<file path="config.mk">
export PLATFORM = sky130hd
export DESIGN_NAME = gw_gateway_config
export DESIGN_NICKNAME = d
export VERILOG_FILES = /design/src/rtl/gw_tag_pkg.sv /design/src/rtl/gw_tag_lines_if.sv /design/src/rtl/gw_gateway_config.sv /design/src/rtl/gw_tag_client.sv /design/src/rtl/gw_tag_master.sv /design/src/rtl/gw_tag_trace_replay.sv /design/src/rtl/gw_tag_boot_rom.sv
export SDC_FILE = /design/constraint.sdc
export NUM_CORES = 1
export LEC_CHECK = 0
export BUFFER_PORTS_ARGS = -buffer_cell sky130_fd_sc_hd__buf_4
export CORE_AREA = 2 2 114 116
export CTS_BUF_LIST = sky130_fd_sc_hd__clkbuf_4 sky130_fd_sc_hd__clkbuf_8
export CTS_CLUSTER_SIZE = 40
export DETAILED_ROUTE_END_ITERATION = 8
export DIE_AREA = 0 0 116 118
export GPL_TIMING_DRIVEN = 0
export MAX_ROUTING_LAYER = met4
export PLACE_DENSITY = 0.75
export SETUP_SLACK_MARGIN = 0.02
export SLEW_MARGIN = 20
export SYNTH_ARGS = -nofsm -noshare
export SYNTH_HDL_FRONTEND = slang
export SYNTH_SLANG_ARGS = --single-unit
</file>
<file path="constraint.sdc">
create_clock -name clk_i -period 2.3 [get_ports clk_i]
set_input_delay 0.345 -clock clk_i [delete_from_list [all_inputs] [get_ports clk_i]]
set_output_delay 0.345 -clock clk_i [all_outputs]
set_load 0.01 [all_outputs]
</file>
<file path="src/rtl/gw_tag_pkg.sv">
`default_nettype none

package gw_tag_pkg;

  // Tag network geometry
  localparam int TAG_NUM_MASTERS  = 2;
  localparam int TAG_NUM_CLIENTS  = 4;
  localparam int TAG_MAX_PAYLOAD  = 8;
  localparam int TAG_ID_W         = 2;
  localparam int TAG_LEN_W        = 4;

  // Start, data_not_reset, id and len ahead of the payload
  localparam int TAG_PKT_HDR_BITS = 8;
  localparam int TAG_PKT_MAX_BITS = TAG_PKT_HDR_BITS + TAG_MAX_PAYLOAD;

  typedef logic [TAG_ID_W-1:0]        tag_client_id_t;
  typedef logic [TAG_LEN_W-1:0]       tag_len_t;
  typedef logic [TAG_MAX_PAYLOAD-1:0] tag_payload_t;
  typedef logic [TAG_NUM_MASTERS-1:0] tag_masters_t;
  typedef logic [4:0]                 tag_bit_cnt_t;

  // ROM word, opcode on top and payload at the bottom
  localparam int ROM_PAYLOAD_LSB  = 0;
  localparam int ROM_LEN_LSB      = ROM_PAYLOAD_LSB + TAG_MAX_PAYLOAD;
  localparam int ROM_ID_LSB       = ROM_LEN_LSB + TAG_LEN_W;
  localparam int ROM_DNR_BIT      = ROM_ID_LSB + TAG_ID_W;
  localparam int ROM_MASK_LSB     = ROM_DNR_BIT + 1;
  localparam int ROM_OP_LSB       = ROM_MASK_LSB + TAG_NUM_MASTERS;
  localparam int ROM_WORD_W       = ROM_OP_LSB + 4;

  typedef logic [4:0]            rom_addr_t;
  typedef logic [ROM_WORD_W-1:0] rom_word_t;

  typedef enum logic [3:0] {
    OP_SEND = 4'd1,
    OP_WAIT = 4'd2,
    OP_DONE = 4'd3
  } trace_op_e;

  typedef enum logic [1:0] {
    ST_FETCH,
    ST_SHIFT,
    ST_WAIT,
    ST_DONE
  } replay_state_e;

  // Settings restored by a reset packet, client 0 in the low byte
  localparam logic [TAG_NUM_CLIENTS-1:0][TAG_MAX_PAYLOAD-1:0] CLIENT_RESET_VALUES =
    {8'h44, 8'h33, 8'h22, 8'h11};

endpackage

`default_nettype wire
</file>
<file path="src/rtl/gw_tag_lines_if.sv">
`timescale 1ns/1ns
`default_nettype none

interface gw_tag_lines_if;

  // One strobe bit per client
  logic [gw_tag_pkg::TAG_NUM_CLIENTS-1:0] client_v;
  logic                                   data_not_reset;
  gw_tag_pkg::tag_len_t                   len;
  gw_tag_pkg::tag_payload_t               payload;

  modport master (
    output client_v,
    output data_not_reset,
    output len,
    output payload
  );

  modport client (
    input client_v,
    input data_not_reset,
    input len,
    input payload
  );

endinterface

`default_nettype wire

</file>
<file path="src/rtl/gw_gateway_config.sv">
`timescale 1ns/1ns
`default_nettype none

module gw_gateway_config (
  input  wire                      clk_i,
  input  wire                      rst_n_i,
  output logic                     tag_en_o,
  output logic                     tag_data_o,
  output logic                     init_done_o,
  output gw_tag_pkg::tag_payload_t cfg0_o,
  output gw_tag_pkg::tag_payload_t cfg1_o,
  output gw_tag_pkg::tag_payload_t cfg2_o,
  output gw_tag_pkg::tag_payload_t cfg3_o
);

  //////////////////////////////////////////////////
  // Trace ROM and replay

  gw_tag_pkg::rom_addr_t    rom_addr;
  gw_tag_pkg::rom_word_t    rom_data;
  logic                     trace_valid;
  gw_tag_pkg::tag_masters_t trace_en_r;
  logic                     trace_data;
  logic                     trace_done;

  gw_tag_boot_rom u_rom (
    .addr_i (rom_addr),
    .data_o (rom_data)
  );

  gw_tag_trace_replay u_replay (
    .clk_i      (clk_i),
    .rst_n_i    (rst_n_i),
    .rom_addr_o (rom_addr),
    .rom_data_i (rom_data),
    .valid_o    (trace_valid),
    .en_r_o     (trace_en_r),
    .tag_data_o (trace_data),
    .done_o     (trace_done)
  );

  // Master 1 goes off chip
  assign tag_en_o   = trace_valid & trace_en_r[1];
  assign tag_data_o = trace_data;

  always_ff @(posedge clk_i or negedge rst_n_i)
  begin
    if (!rst_n_i)
    begin
      init_done_o <= 1'b0;
    end
    else
    begin
      init_done_o <= trace_done;
    end
  end

  //////////////////////////////////////////////////
  // On-board master and clients

  logic                     master_data;
  gw_tag_pkg::tag_payload_t cfg [gw_tag_pkg::TAG_NUM_CLIENTS];

  gw_tag_lines_if tag_lines ();

  // Master 0 only sees its own packets
  assign master_data = trace_valid & trace_en_r[0] & trace_data;

  gw_tag_master u_master (
    .clk_i     (clk_i),
    .rst_n_i   (rst_n_i),
    .data_i    (master_data),
    .tag_lines (tag_lines)
  );

  for (genvar i = 0; i < gw_tag_pkg::TAG_NUM_CLIENTS; i++)
  begin : g_client
    gw_tag_client #(
      .CLIENT_ID (i)
    ) u_client (
      .clk_i     (clk_i),
      .rst_n_i   (rst_n_i),
      .tag_lines (tag_lines),
      .cfg_o     (cfg[i])
    );
  end

  assign cfg0_o = cfg[0];
  assign cfg1_o = cfg[1];
  assign cfg2_o = cfg[2];
  assign cfg3_o = cfg[3];

endmodule

`default_nettype wire

</file>
<file path="src/rtl/gw_tag_client.sv">
`timescale 1ns/1ns
`default_nettype none

module gw_tag_client #(
  parameter int unsigned CLIENT_ID = 0
) (
  input wire                       clk_i,
  input wire                       rst_n_i,
  gw_tag_lines_if.client           tag_lines,
  output gw_tag_pkg::tag_payload_t cfg_o
);

  localparam gw_tag_pkg::tag_payload_t RESET_VAL =
    gw_tag_pkg::CLIENT_RESET_VALUES[CLIENT_ID];

  gw_tag_pkg::tag_payload_t cfg_q;
  gw_tag_pkg::tag_payload_t write_mask;
  logic                     strobe;

  assign strobe = tag_lines.client_v[CLIENT_ID];

  // Low len bits set, len of 8 covers the whole byte
  assign write_mask = ~({gw_tag_pkg::TAG_MAX_PAYLOAD{1'b1}} << tag_lines.len);

  always_ff @(posedge clk_i or negedge rst_n_i)
  begin
    if (!rst_n_i)
    begin
      cfg_q <= RESET_VAL;
    end
    else if (strobe)
    begin
      if (!tag_lines.data_not_reset)
      begin
        cfg_q <= RESET_VAL;
      end
      else
      begin
        cfg_q <= (cfg_q & ~write_mask) | (tag_lines.payload & write_mask);
      end
    end
  end

  assign cfg_o = cfg_q;

  a_len_in_range: assert property (@(posedge clk_i) disable iff (!rst_n_i)
    strobe |-> (tag_lines.len <= gw_tag_pkg::TAG_LEN_W'(gw_tag_pkg::TAG_MAX_PAYLOAD)))
    else $error("client %0d: strobe with len above max payload", CLIENT_ID);

endmodule

`default_nettype wire

</file>
<file path="src/rtl/gw_tag_master.sv">
`timescale 1ns/1ns
`default_nettype none

module gw_tag_master (
  input wire             clk_i,
  input wire             rst_n_i,
  input wire             data_i,
  gw_tag_lines_if.master tag_lines
);

  localparam int NC = gw_tag_pkg::TAG_NUM_CLIENTS;

  // Seven header bits follow the start bit
  localparam gw_tag_pkg::tag_len_t HDR_LAST =
    gw_tag_pkg::tag_len_t'(gw_tag_pkg::TAG_PKT_HDR_BITS - 2);

  typedef enum logic [1:0] {
    M_IDLE,
    M_HDR,
    M_PAYLOAD
  } master_state_e;

  master_state_e               state_q;
  gw_tag_pkg::tag_len_t        cnt_q;
  logic [NC-1:0]               client_v_q;
  logic                        dnr_q;
  gw_tag_pkg::tag_client_id_t  id_q;
  gw_tag_pkg::tag_len_t        len_q;
  gw_tag_pkg::tag_payload_t    payload_q;

  gw_tag_pkg::tag_len_t        len_next;
  logic [NC-1:0]               id_onehot;

  // Length as it stands once the last header bit is in
  assign len_next  = {data_i, len_q[2:0]};
  assign id_onehot = {{(NC-1){1'b0}}, 1'b1} << id_q;

  always_ff @(posedge clk_i or negedge rst_n_i)
  begin
    if (!rst_n_i)
    begin
      state_q    <= M_IDLE;
      cnt_q      <= '0;
      client_v_q <= '0;
    end
    else
    begin
      client_v_q <= '0;
      case (state_q)
        M_IDLE:
        begin
          cnt_q <= '0;
          if (data_i)
          begin
            state_q <= M_HDR;
          end
        end
        M_HDR:
        begin
          cnt_q <= cnt_q + 4'd1;
          if (cnt_q == HDR_LAST)
          begin
            cnt_q <= '0;
            if (len_next == '0)
            begin
              client_v_q <= id_onehot;
              state_q    <= M_IDLE;
            end
            else
            begin
              state_q <= M_PAYLOAD;
            end
          end
        end
        M_PAYLOAD:
        begin
          cnt_q <= cnt_q + 4'd1;
          if (cnt_q == len_q - 4'd1)
          begin
            client_v_q <= id_onehot;
            state_q    <= M_IDLE;
          end
        end
        default:
        begin
          state_q <= M_IDLE;
        end
      endcase
    end
  end

  // Header and payload capture
  always_ff @(posedge clk_i)
  begin
    case (state_q)
      M_IDLE:
      begin
        payload_q <= '0;
      end
      M_HDR:
      begin
        case (cnt_q)
          4'd0:    dnr_q    <= data_i;
          4'd1:    id_q[0]  <= data_i;
          4'd2:    id_q[1]  <= data_i;
          4'd3:    len_q[0] <= data_i;
          4'd4:    len_q[1] <= data_i;
          4'd5:    len_q[2] <= data_i;
          default: len_q[3] <= data_i;
        endcase
      end
      M_PAYLOAD:
      begin
        payload_q[cnt_q[2:0]] <= data_i;
      end
      default:
      begin
        payload_q <= payload_q;
      end
    endcase
  end

  assign tag_lines.client_v       = client_v_q;
  assign tag_lines.data_not_reset = dnr_q;
  assign tag_lines.len            = len_q;
  assign tag_lines.payload        = payload_q;

  a_strobe_one_cycle: assert property (@(posedge clk_i) disable iff (!rst_n_i)
    (|tag_lines.client_v) |=> (tag_lines.client_v == '0))
    else $error("master: client strobe held for more than one cycle");

endmodule

`default_nettype wire

</file>
<file path="src/rtl/gw_tag_trace_replay.sv">
`timescale 1ns/1ns
`default_nettype none

module gw_tag_trace_replay (
  input  wire                            clk_i,
  input  wire                            rst_n_i,
  output gw_tag_pkg::rom_addr_t          rom_addr_o,
  input  wire gw_tag_pkg::rom_word_t     rom_data_i,
  output logic                           valid_o,
  output gw_tag_pkg::tag_masters_t       en_r_o,
  output logic                           tag_data_o,
  output logic                           done_o
);

  localparam int PKT_W = gw_tag_pkg::TAG_PKT_MAX_BITS;

  gw_tag_pkg::replay_state_e   state_q;
  gw_tag_pkg::rom_addr_t       addr_q;
  gw_tag_pkg::tag_masters_t    mask_q;
  logic [PKT_W-1:0]            shift_q;
  gw_tag_pkg::tag_bit_cnt_t    bits_left_q;
  gw_tag_pkg::tag_payload_t    wait_q;

  gw_tag_pkg::trace_op_e       rom_op;
  gw_tag_pkg::tag_masters_t    rom_mask;
  logic                        rom_dnr;
  gw_tag_pkg::tag_client_id_t  rom_id;
  gw_tag_pkg::tag_len_t        rom_len;
  gw_tag_pkg::tag_payload_t    rom_payload;
  logic                        load_send;

  //////////////////////////////////////////////////
  // ROM word fields

  assign rom_op      = gw_tag_pkg::trace_op_e'(rom_data_i[gw_tag_pkg::ROM_OP_LSB +: 4]);
  assign rom_mask    = rom_data_i[gw_tag_pkg::ROM_MASK_LSB +: gw_tag_pkg::TAG_NUM_MASTERS];
  assign rom_dnr     = rom_data_i[gw_tag_pkg::ROM_DNR_BIT];
  assign rom_id      = rom_data_i[gw_tag_pkg::ROM_ID_LSB +: gw_tag_pkg::TAG_ID_W];
  assign rom_len     = rom_data_i[gw_tag_pkg::ROM_LEN_LSB +: gw_tag_pkg::TAG_LEN_W];
  assign rom_payload = rom_data_i[gw_tag_pkg::ROM_PAYLOAD_LSB +: gw_tag_pkg::TAG_MAX_PAYLOAD];

  assign load_send = (state_q == gw_tag_pkg::ST_FETCH) && (rom_op == gw_tag_pkg::OP_SEND);

  //////////////////////////////////////////////////
  // Sequencer

  always_ff @(posedge clk_i or negedge rst_n_i)
  begin
    if (!rst_n_i)
    begin
      state_q     <= gw_tag_pkg::ST_FETCH;
      addr_q      <= '0;
      bits_left_q <= '0;
      wait_q      <= '0;
    end
    else
    begin
      case (state_q)
        gw_tag_pkg::ST_FETCH:
        begin
          case (rom_op)
            gw_tag_pkg::OP_SEND:
            begin
              bits_left_q <= gw_tag_pkg::tag_bit_cnt_t'(gw_tag_pkg::TAG_PKT_HDR_BITS)
                             + {1'b0, rom_len};
              addr_q      <= addr_q + 5'd1;
              state_q     <= gw_tag_pkg::ST_SHIFT;
            end
            gw_tag_pkg::OP_WAIT:
            begin
              wait_q <= rom_payload;
              addr_q <= addr_q + 5'd1;
              // Zero-length wait goes straight to the next word
              if (rom_payload != '0)
              begin
                state_q <= gw_tag_pkg::ST_WAIT;
              end
            end
            default:
            begin
              state_q <= gw_tag_pkg::ST_DONE;
            end
          endcase
        end
        gw_tag_pkg::ST_SHIFT:
        begin
          bits_left_q <= bits_left_q - 5'd1;
          if (bits_left_q == 5'd1)
          begin
            state_q <= gw_tag_pkg::ST_FETCH;
          end
        end
        gw_tag_pkg::ST_WAIT:
        begin
          wait_q <= wait_q - 8'd1;
          if (wait_q == 8'd1)
          begin
            state_q <= gw_tag_pkg::ST_FETCH;
          end
        end
        default:
        begin
          state_q <= gw_tag_pkg::ST_DONE;
        end
      endcase
    end
  end

  // Packet image, start bit in the LSB
  always_ff @(posedge clk_i)
  begin
    if (load_send)
    begin
      shift_q <= {rom_payload, rom_len, rom_id, rom_dnr, 1'b1};
      mask_q  <= rom_mask;
    end
    else if (state_q == gw_tag_pkg::ST_SHIFT)
    begin
      shift_q <= {1'b0, shift_q[PKT_W-1:1]};
    end
  end

  assign rom_addr_o = addr_q;
  assign valid_o    = (state_q == gw_tag_pkg::ST_SHIFT);
  assign en_r_o     = mask_q;
  assign tag_data_o = valid_o & shift_q[0];
  assign done_o     = (state_q == gw_tag_pkg::ST_DONE);

  a_no_valid_when_done: assert property (@(posedge clk_i) disable iff (!rst_n_i)
    done_o |=> (done_o && !valid_o))
    else $error("replay: valid_o high or done_o dropped after done");

  a_addr_frozen_when_done: assert property (@(posedge clk_i) disable iff (!rst_n_i)
    (state_q == gw_tag_pkg::ST_DONE) |=> $stable(rom_addr_o))
    else $error("replay: ROM address moved in ST_DONE");

endmodule

`default_nettype wire

</file>
<file path="src/rtl/gw_tag_boot_rom.sv">
`timescale 1ns/1ns
`default_nettype none

module gw_tag_boot_rom (
  input  wire gw_tag_pkg::rom_addr_t addr_i,
  output gw_tag_pkg::rom_word_t      data_o
);

  function automatic gw_tag_pkg::rom_word_t entry(
    input gw_tag_pkg::trace_op_e      op,
    input gw_tag_pkg::tag_masters_t   mask,
    input logic                       dnr,
    input gw_tag_pkg::tag_client_id_t id,
    input gw_tag_pkg::tag_len_t       len,
    input gw_tag_pkg::tag_payload_t   payload
  );
    return {op, mask, dnr, id, len, payload};
  endfunction

  //////////////////////////////////////////////////
  // Boot program
  // mask bit 0 is the on-board master, bit 1 the pins

  always_comb
  begin
    case (addr_i)
      // Reset every client
      5'd0:    data_o = entry(gw_tag_pkg::OP_SEND, 2'b11, 1'b0, 2'd0, 4'd0, 8'h00);
      5'd1:    data_o = entry(gw_tag_pkg::OP_SEND, 2'b11, 1'b0, 2'd1, 4'd0, 8'h00);
      5'd2:    data_o = entry(gw_tag_pkg::OP_SEND, 2'b11, 1'b0, 2'd2, 4'd0, 8'h00);
      5'd3:    data_o = entry(gw_tag_pkg::OP_SEND, 2'b11, 1'b0, 2'd3, 4'd0, 8'h00);
      // Full and partial writes
      5'd4:    data_o = entry(gw_tag_pkg::OP_SEND, 2'b11, 1'b1, 2'd0, 4'd8, 8'hA5);
      5'd5:    data_o = entry(gw_tag_pkg::OP_SEND, 2'b01, 1'b1, 2'd1, 4'd4, 8'h09);
      5'd6:    data_o = entry(gw_tag_pkg::OP_WAIT, 2'b00, 1'b0, 2'd0, 4'd0, 8'd6);
      5'd7:    data_o = entry(gw_tag_pkg::OP_SEND, 2'b10, 1'b1, 2'd2, 4'd8, 8'h5A);
      5'd8:    data_o = entry(gw_tag_pkg::OP_SEND, 2'b11, 1'b1, 2'd3, 4'd8, 8'hC3);
      // Client 3 reset, then 3 low bits
      5'd9:    data_o = entry(gw_tag_pkg::OP_SEND, 2'b01, 1'b0, 2'd3, 4'd0, 8'h00);
      5'd10:   data_o = entry(gw_tag_pkg::OP_SEND, 2'b01, 1'b1, 2'd3, 4'd3, 8'h06);
      5'd11:   data_o = entry(gw_tag_pkg::OP_DONE, 2'b00, 1'b0, 2'd0, 4'd0, 8'h00);
      default: data_o = entry(gw_tag_pkg::OP_DONE, 2'b00, 1'b0, 2'd0, 4'd0, 8'h00);
    endcase
  end

endmodule

`default_nettype wire

</file>
* Word level (Yosys, flattened, before mapping)
Memory sizes are Yosys's and may differ from the RTL's. Cells that the tools add are included. W data, S select, Z words.
Word-level totals: register bits after elaboration 96, bits in latches 0, RAM bits 0, memory bits (read-only) 304, input port bits 2, memories kept 1
Cells by class: add/sub/neg operators 6, multiply operators 0, divide/modulo/power cells 0, order comparisons 2, equality and inequality tests 24, shift-type cells 2, multiplexer cells 31, bitwise gates (word level) 16, reduce and logical (&&, ||, !) cells 26
Memories:
- (no name shown) | depth 16, width 19, read ports 1, clocked after Yosys merged registers in 0, wr ports 0, line gw_tag_boot_rom.sv:26 | case (addr_i)
Operators by type and width (count):
- $and A8 B8 Y8 | 5
- $mux W8 | 5
- $mux W16 | 2
- $or A8 B8 Y8 | 4
- $pmux W8 S2 | 2
- $mux W21 | 1
- $reduce_and A2 Y1 | 10
- $mux W4 | 4
- $not A8 Y8 | 2
- $mux W2 | 7
- $eq A4 B2 Y1 const B | 3
- $eq A4 B3 Y1 const B | 3
- $pmux W2 S3 | 2
- $pmux W4 S3 | 1
- $ne A2 B1 Y1 const B | 5
- $pmux W5 S2 | 1
- $bwmux W8 | 1
- $eq A4 B1 Y1 const B | 2
- $eq A8 B1 Y1 const B | 1
- $logic_not A4 Y1 | 2
- $pmux W4 S2 | 1
- $reduce_bool A2 Y1 | 4
- $reduce_bool A8 Y1 | 1
- $shl A8 B4 Y8 const A | 1
- other kinds (27) | 37

* Logic depth before layout (Yosys ltp)
word-level depth 7, depth in mapped cells 12

* By module
Synthesis repeated with hierarchy kept, for this count alone.
Unflattened totals: cell total of the unflattened synthesis 635, area, all modules 6049.6 um^2
Modules (own cells, without submodules):
- gw_tag_trace_replay | instances 1, cells each 225, area each 2223.4 um^2, sequential area each 1031.0 um^2
- gw_tag_master | instances 1, cells each 138, area each 1486.4 um^2, sequential area each 700.7 um^2
- gw_tag_client (g_client[1].u_client) | instances 1, cells each 52, area each 500.5 um^2, sequential area each 202.7 um^2
- gw_tag_client (g_client[2].u_client) | instances 1, cells each 53, area each 489.2 um^2, sequential area each 205.2 um^2
- gw_tag_client (g_client[3].u_client) | instances 1, cells each 52, area each 486.7 um^2, sequential area each 202.7 um^2
- gw_tag_client (g_client[0].u_client) | instances 1, cells each 53, area each 481.7 um^2, sequential area each 202.7 um^2
- gw_tag_boot_rom | instances 1, cells each 59, area each 344.1 um^2, sequential area each 0.0 um^2
- gw_gateway_config | instances 1, cells each 3, area each 37.5 um^2, sequential area each 25.0 um^2

* Least setup slack after synthesis
OpenSTA, ideal clock, no wires.
kind flip-flop to flip-flop, from reg u_replay.addr_q[3], in the netlist u_replay.rom_addr_o[3], to reg u_replay.state_q[1], library setup time 80 ps, arrival 2397 ps, data required time 2220 ps, slack -177 ps, stages on the path, launching flop included 11, period minus slack after synthesis 2477 ps, cells stage by stage dfrtp_1 -> buf_2 -> clkbuf_1 -> nor2b_1 -> a211o_1 -> inv_1 -> ha_1 -> nand2_2 -> clkinv_1 -> or4_4 -> o211ai_2
Between the ends: word-level cells in the longest chain between the ends 5, elaborated cells on any way between the ends 9, classes of those cells eq/ne: 3; mux: 3; reduce/logical: 2; memory: 1
Ends and longest elaborated chain:
- from (decl) | line gw_tag_trace_replay.sv:18 | gw_tag_pkg::rom_addr_t addr_q;
- from (signal assigned) | line gw_tag_trace_replay.sv:66 | addr_q <= addr_q + 5'd1;
- from (signal assigned) | line gw_tag_trace_replay.sv:72 | addr_q <= addr_q + 5'd1;
- $mem_v2 Z16 W19 *
- $mux W21 * | line gw_tag_boot_rom.sv:26
- $eq A4 B2 Y1, or another cell as far along | line gw_tag_trace_replay.sv:61 | case (rom_op)
- $pmux W2 S2 or $ne A3 B3 Y1 (tied branches)
- $pmux W2 S3 or $reduce_and A3 Y1 (tied branches)
- to (signal assigned) | line gw_tag_trace_replay.sv:67 | state_q <= gw_tag_pkg::ST_SHIFT;
- to (signal assigned) | line gw_tag_trace_replay.sv:76 | state_q <= gw_tag_pkg::ST_WAIT;
- to (signal assigned) | line gw_tag_trace_replay.sv:81 | state_q <= gw_tag_pkg::ST_DONE;
- to (decl) | line gw_tag_trace_replay.sv:17 | gw_tag_pkg::replay_state_e state_q;
Every way passes the cells marked *; elsewhere a longest branch is shown, timed or not. A chain may end at the register's enable or synchronous reset.

* Final worst setup path
from reg u_replay.addr_q[0], in the netlist u_replay.rom_addr_o[0], to reg u_replay.wait_q[2]
Between the ends: word-level cells in the longest chain between the ends 5, elaborated cells on any way between the ends 7, classes of those cells eq/ne: 2; mux: 3; reduce/logical: 1; memory: 1
Ends and longest elaborated chain:
- $mem_v2 Z16 W19 *
- $mux W21 * | line gw_tag_boot_rom.sv:26
- $eq A4 B2 Y1 | line gw_tag_trace_replay.sv:61
- $ne A2 B2 Y1 (no line)
- $reduce_and A2 Y1 (no line)
- to (signal assigned) | line gw_tag_trace_replay.sv:71 | wait_q <= rom_payload;
- to (signal assigned) | line gw_tag_trace_replay.sv:95 | wait_q <= wait_q - 8'd1;
- to (decl) | line gw_tag_trace_replay.sv:22 | gw_tag_pkg::tag_payload_t wait_q;
Every way passes the cells marked *; elsewhere a longest branch is shown, timed or not. The select of a mux whose other input is x is not followed.

==> flow_summary.ini <==
[outcome]
outcome = finished clean

[synthesis]
ys.flop_type = dfrtp_1
ys_seq_area_share_pct = 47.1
syn_nets = 587
synth.avg_cell_area_sq_um = 9.82
synthTopCellsByArea = dfrtp_1 24%, edfxtp_1 18%, ha_1 6.6%, dfstp_2 4.8%, a21oi_1 3.3%
synth_cell_types = 66
yosys.area.top_type = dfrtp_1
synth_edf_count = 32
synth_seq_cells = 96
netlist_area_sq_mm = 0.00546
async_flop_share_pct = 65.6
synth_top_area_share_pct = 24.3
synth_warnings = 0
synthCells = 556

[drt]
finalWirelength_mm = 13.0
vias = 4529
drc = 0
drtAntennaViolNets = 0
via_per_inst = 5.72
avgRoutedWirePerCell_um = 16.5
drtIter0Drc = 363
first_pass_iters = 5

[setup_path]
end_kind = flop
arrival_ps = 2540
required_ps = 2570
critPathLaunchType = flop
critPathMaxFanout = 8
r2r_cells = 10
ff2ff_setup_slack_ps = 20
path_class = reg2reg

[clocking]
numCtsBuffers = 9
clk_latency_ps = 380
clockBufferDepth = 2
cts_root_buffer = clkbuf_8
cts_tree = yes
holdBufCountCts = 0
clk_pin_slew_ps = 100
clkSinkCount = 96
htreeDepth = 3

[timing]
rsz0062_at_grt = yes
worst_slew_pin_slew_ps = 820
setup_slack_ps = 24.8
relSlewSlack_pct = 45.3
hold_viol = 0
finClkSkew_ps = 10.6
drv_slew = 0
finalSetupViolations = 0
finalCritPeriodShare_pct = 98.9
period_minus_slack_ps = 2280
clock.fmax_mhz = 440

[pwr]
leakage_nw = 2.79
irDropWorstVdd_v = 0.000288
power_density_mw_per_mm2 = 460

[flow_run]
max_cap_violations = 0

[floorplanning]
ioPinCount = 37
fp-row-count = 41
die_h_um = 118
fp.dieW_um = 116
initial_core_util_pct = 44.0
core-area_sq_mm = 0.0124
die_area_sq_mm = 0.0137

[place]
gp_congestion = 0.863
dp_cells = 764
io_buffers = 36
place_ws_ps = -378
dp_hpwl_mm = 9.09

[finish]
final_cells = 792
utilization_pct = 52.0
final_layout_size_suffix_gt1_share_pct = 20.6
antenna_cells = 0
area_growth_pct = 18.3
fin_nets = 646

[hold_path]
hold_path.class = in2async

[global_routing]
antenna_found_initial = 0
grt_pass1_wl_mm = 21.3
grt.total_usage_pct = 19.7
grt_pass1_vias = 4414
grt_max_degree = 64
grt_overflow = 0
[path summary, 6_finish.rpt]
check,to,start
max,u_replay.wait_q[2]$_DFFE_PN0P_,u_replay.rom_addr_o[0]$_DFFE_PN0P_
min,g_client[3].u_client.cfg_o[4]$_DFFE_PN0P_,rst_n_i
max reg2reg,u_replay.wait_q[2]$_DFFE_PN0P_,u_replay.rom_addr_o[0]$_DFFE_PN0P_
min reg2reg,u_master.tag_lines.client_v[2]$_DFF_PN0_,u_master.id_q[0]$_DFFE_PP_
max in group asynchronous,u_replay.rom_addr_o[1]$_DFFE_PN0P_,rst_n_i
min in group clk_i,u_master.tag_lines.client_v[2]$_DFF_PN0_,u_master.id_q[0]$_DFFE_PP_
[placed cells by master, fill, tap and decap left out, types with 4 or more instances in the layout]
cell       netlist  routed
dfrtp_1         53      49
dfstp_2         10      10
nor3_1          10      10
or3_1            4       4
a21o_1           4       4
edfxtp_1        32      32
o2bb2ai_1       17      17
o22ai_1          9       9
clkbuf_1        25      17
and3_1          12      12
o31ai_1          6       6
ha_1            29      24
a21oi_1         36      35
a22oi_1         15      15
a31oi_1          9       9
nor3b_1          4       4
ha_4             0       4
xnor2_1          8       8
buf_4            0      51
mux2i_1         10      10
nand3b_1         4       4
a21boi_0         5       5
nor2_1          36      34
and2_1           8       8
dfrtp_2          0       4
nand4_1          7       7
inv_1           36      32
nand2_1         41      39
nor2b_1         11      10
nand2b_1        10      10
o21ai_0         20      18
clkbuf_8         0      10
nand3_1         23      22
[metrics by stage]
stage	area (sq um)	hold slack [ps]	TNS (ps)	power, W
floorplan	5480	49.4	0	0.00179
global placement	5960	445	-7790	0.00181
detailed placement	5960	454	-10430	0.00181
CTS	6320	81.5	0	0.00298
global route	6460	135	-78.1	0.00306
finish	6460	61.1	0	0.00297
[synthesized netlist by cell type, types with 2 or more instances]
| cell | number |
|---|---|
| a32o_1 | 3 |
| buf_2 | 3 |
| nand2b_1 | 10 |
| nand3b_1 | 4 |
| a31oi_1 | 9 |
| nor3b_1 | 4 |
| o22ai_1 | 9 |
| a2bb2oi_1 | 2 |
| nor2_1 | 36 |
| and3_1 | 12 |
| edfxtp_1 | 32 |
| nor3_1 | 10 |
| ha_1 | 29 |
| o221ai_1 | 2 |
| o22a_1 | 2 |
| mux2i_1 | 10 |
| a2111o_1 | 2 |
| nor2b_1 | 11 |
| and2_1 | 8 |
| nand4b_1 | 2 |
| nand3_1 | 23 |
| a21boi_0 | 5 |
| o31ai_1 | 6 |
| clkinv_1 | 4 |
| a22oi_1 | 15 |
| nand4_1 | 7 |
| a211o_1 | 3 |
| a31o_2 | 3 |
| xnor2_1 | 8 |
| clkbuf_1 | 25 |
| dfstp_2 | 10 |
| or3_1 | 4 |
| inv_1 | 36 |
| dfrtp_1 | 53 |
| nand2_1 | 41 |
| or2_2 | 2 |
| nor4b_1 | 2 |
| o211ai_1 | 3 |
| a211oi_1 | 5 |
| o2bb2ai_1 | 17 |
| o21ai_0 | 20 |
| mux2_2 | 2 |
| a21o_1 | 4 |
| a21oi_1 | 36 |
[metal layers]
metal | track usage [%] | part of all wire, %
met2 | 31.7 | 50
met1 | 24.4 | 43
met3 | 3.60 | 5.0
met5 | - | 0
met4 | 8.04 | 2.4
[worst max-delay path, stage by stage (launching register included)]
cell,delay [ps]
dfrtp_2,460
ha_4,180
inv_2,60
ha_4,110
nor2b_1,40
a211o_1,320
ha_2,200
mux2_4,300
buf_8,150
buf_6,110
o221a_4,240
[cell families (layout without fill, tap and decap cells)]
family,count (synthesis),after routing,share of synthesized area (%)
AOI/OAI and AO/OA,155,155,19.6
xor gates and xnor gates,9,9,1.44
adders and majority gates,29,29,6.64
muxes,12,12,2.25
DFF,96,96,47.1
buffers and inverters,70,134,5.02
and+or+nand+nor,185,185,18.0
[final cells by class]
type | count | area (sq um)
clock inverters | 6 | 72.6
multi-input cells | 390 | 2770
plain buffers | 27 | 141
flip-flops and latches | 96 | 2570
fillers | 1123 | 5950
clock buffers | 10 | 138
repair buffers | 51 | 387
well taps | 172 | 215
inverters | 40 | 165
[registers in the layout (all words and copies together) (netlist names)]
register	cells
g_client.u_client.cfg_o	32
u_replay.shift_q	16
u_master.tag_lines.payload	8
u_replay.wait_q	8
u_replay.bits_left_q	5
u_replay.rom_addr_o	5
u_master.cnt_q	4
u_master.tag_lines.client_v	4
u_master.tag_lines.len	4
u_master.id_q	2
u_master.state_q	2
u_replay.en_r_o	2
u_replay.state_q	2
init_done_o	1
u_master.tag_lines.data_not_reset	1
[what timing repair did]
item,in CTS,in global routing
pin swaps,4,8
setup buffers,7,8
gates cloned,0,0
setup endpoints to repair,48,21
gates resized for setup,26,26
[where the power goes]
part           switching [W]  total [W]  internal (W)
combinational      0.0000214  0.0000224    0.00000104
sequential                 0    0.00176       0.00176
clock               0.000645    0.00119      0.000548
No activity file was read; power rests on OpenSTA's default activity.
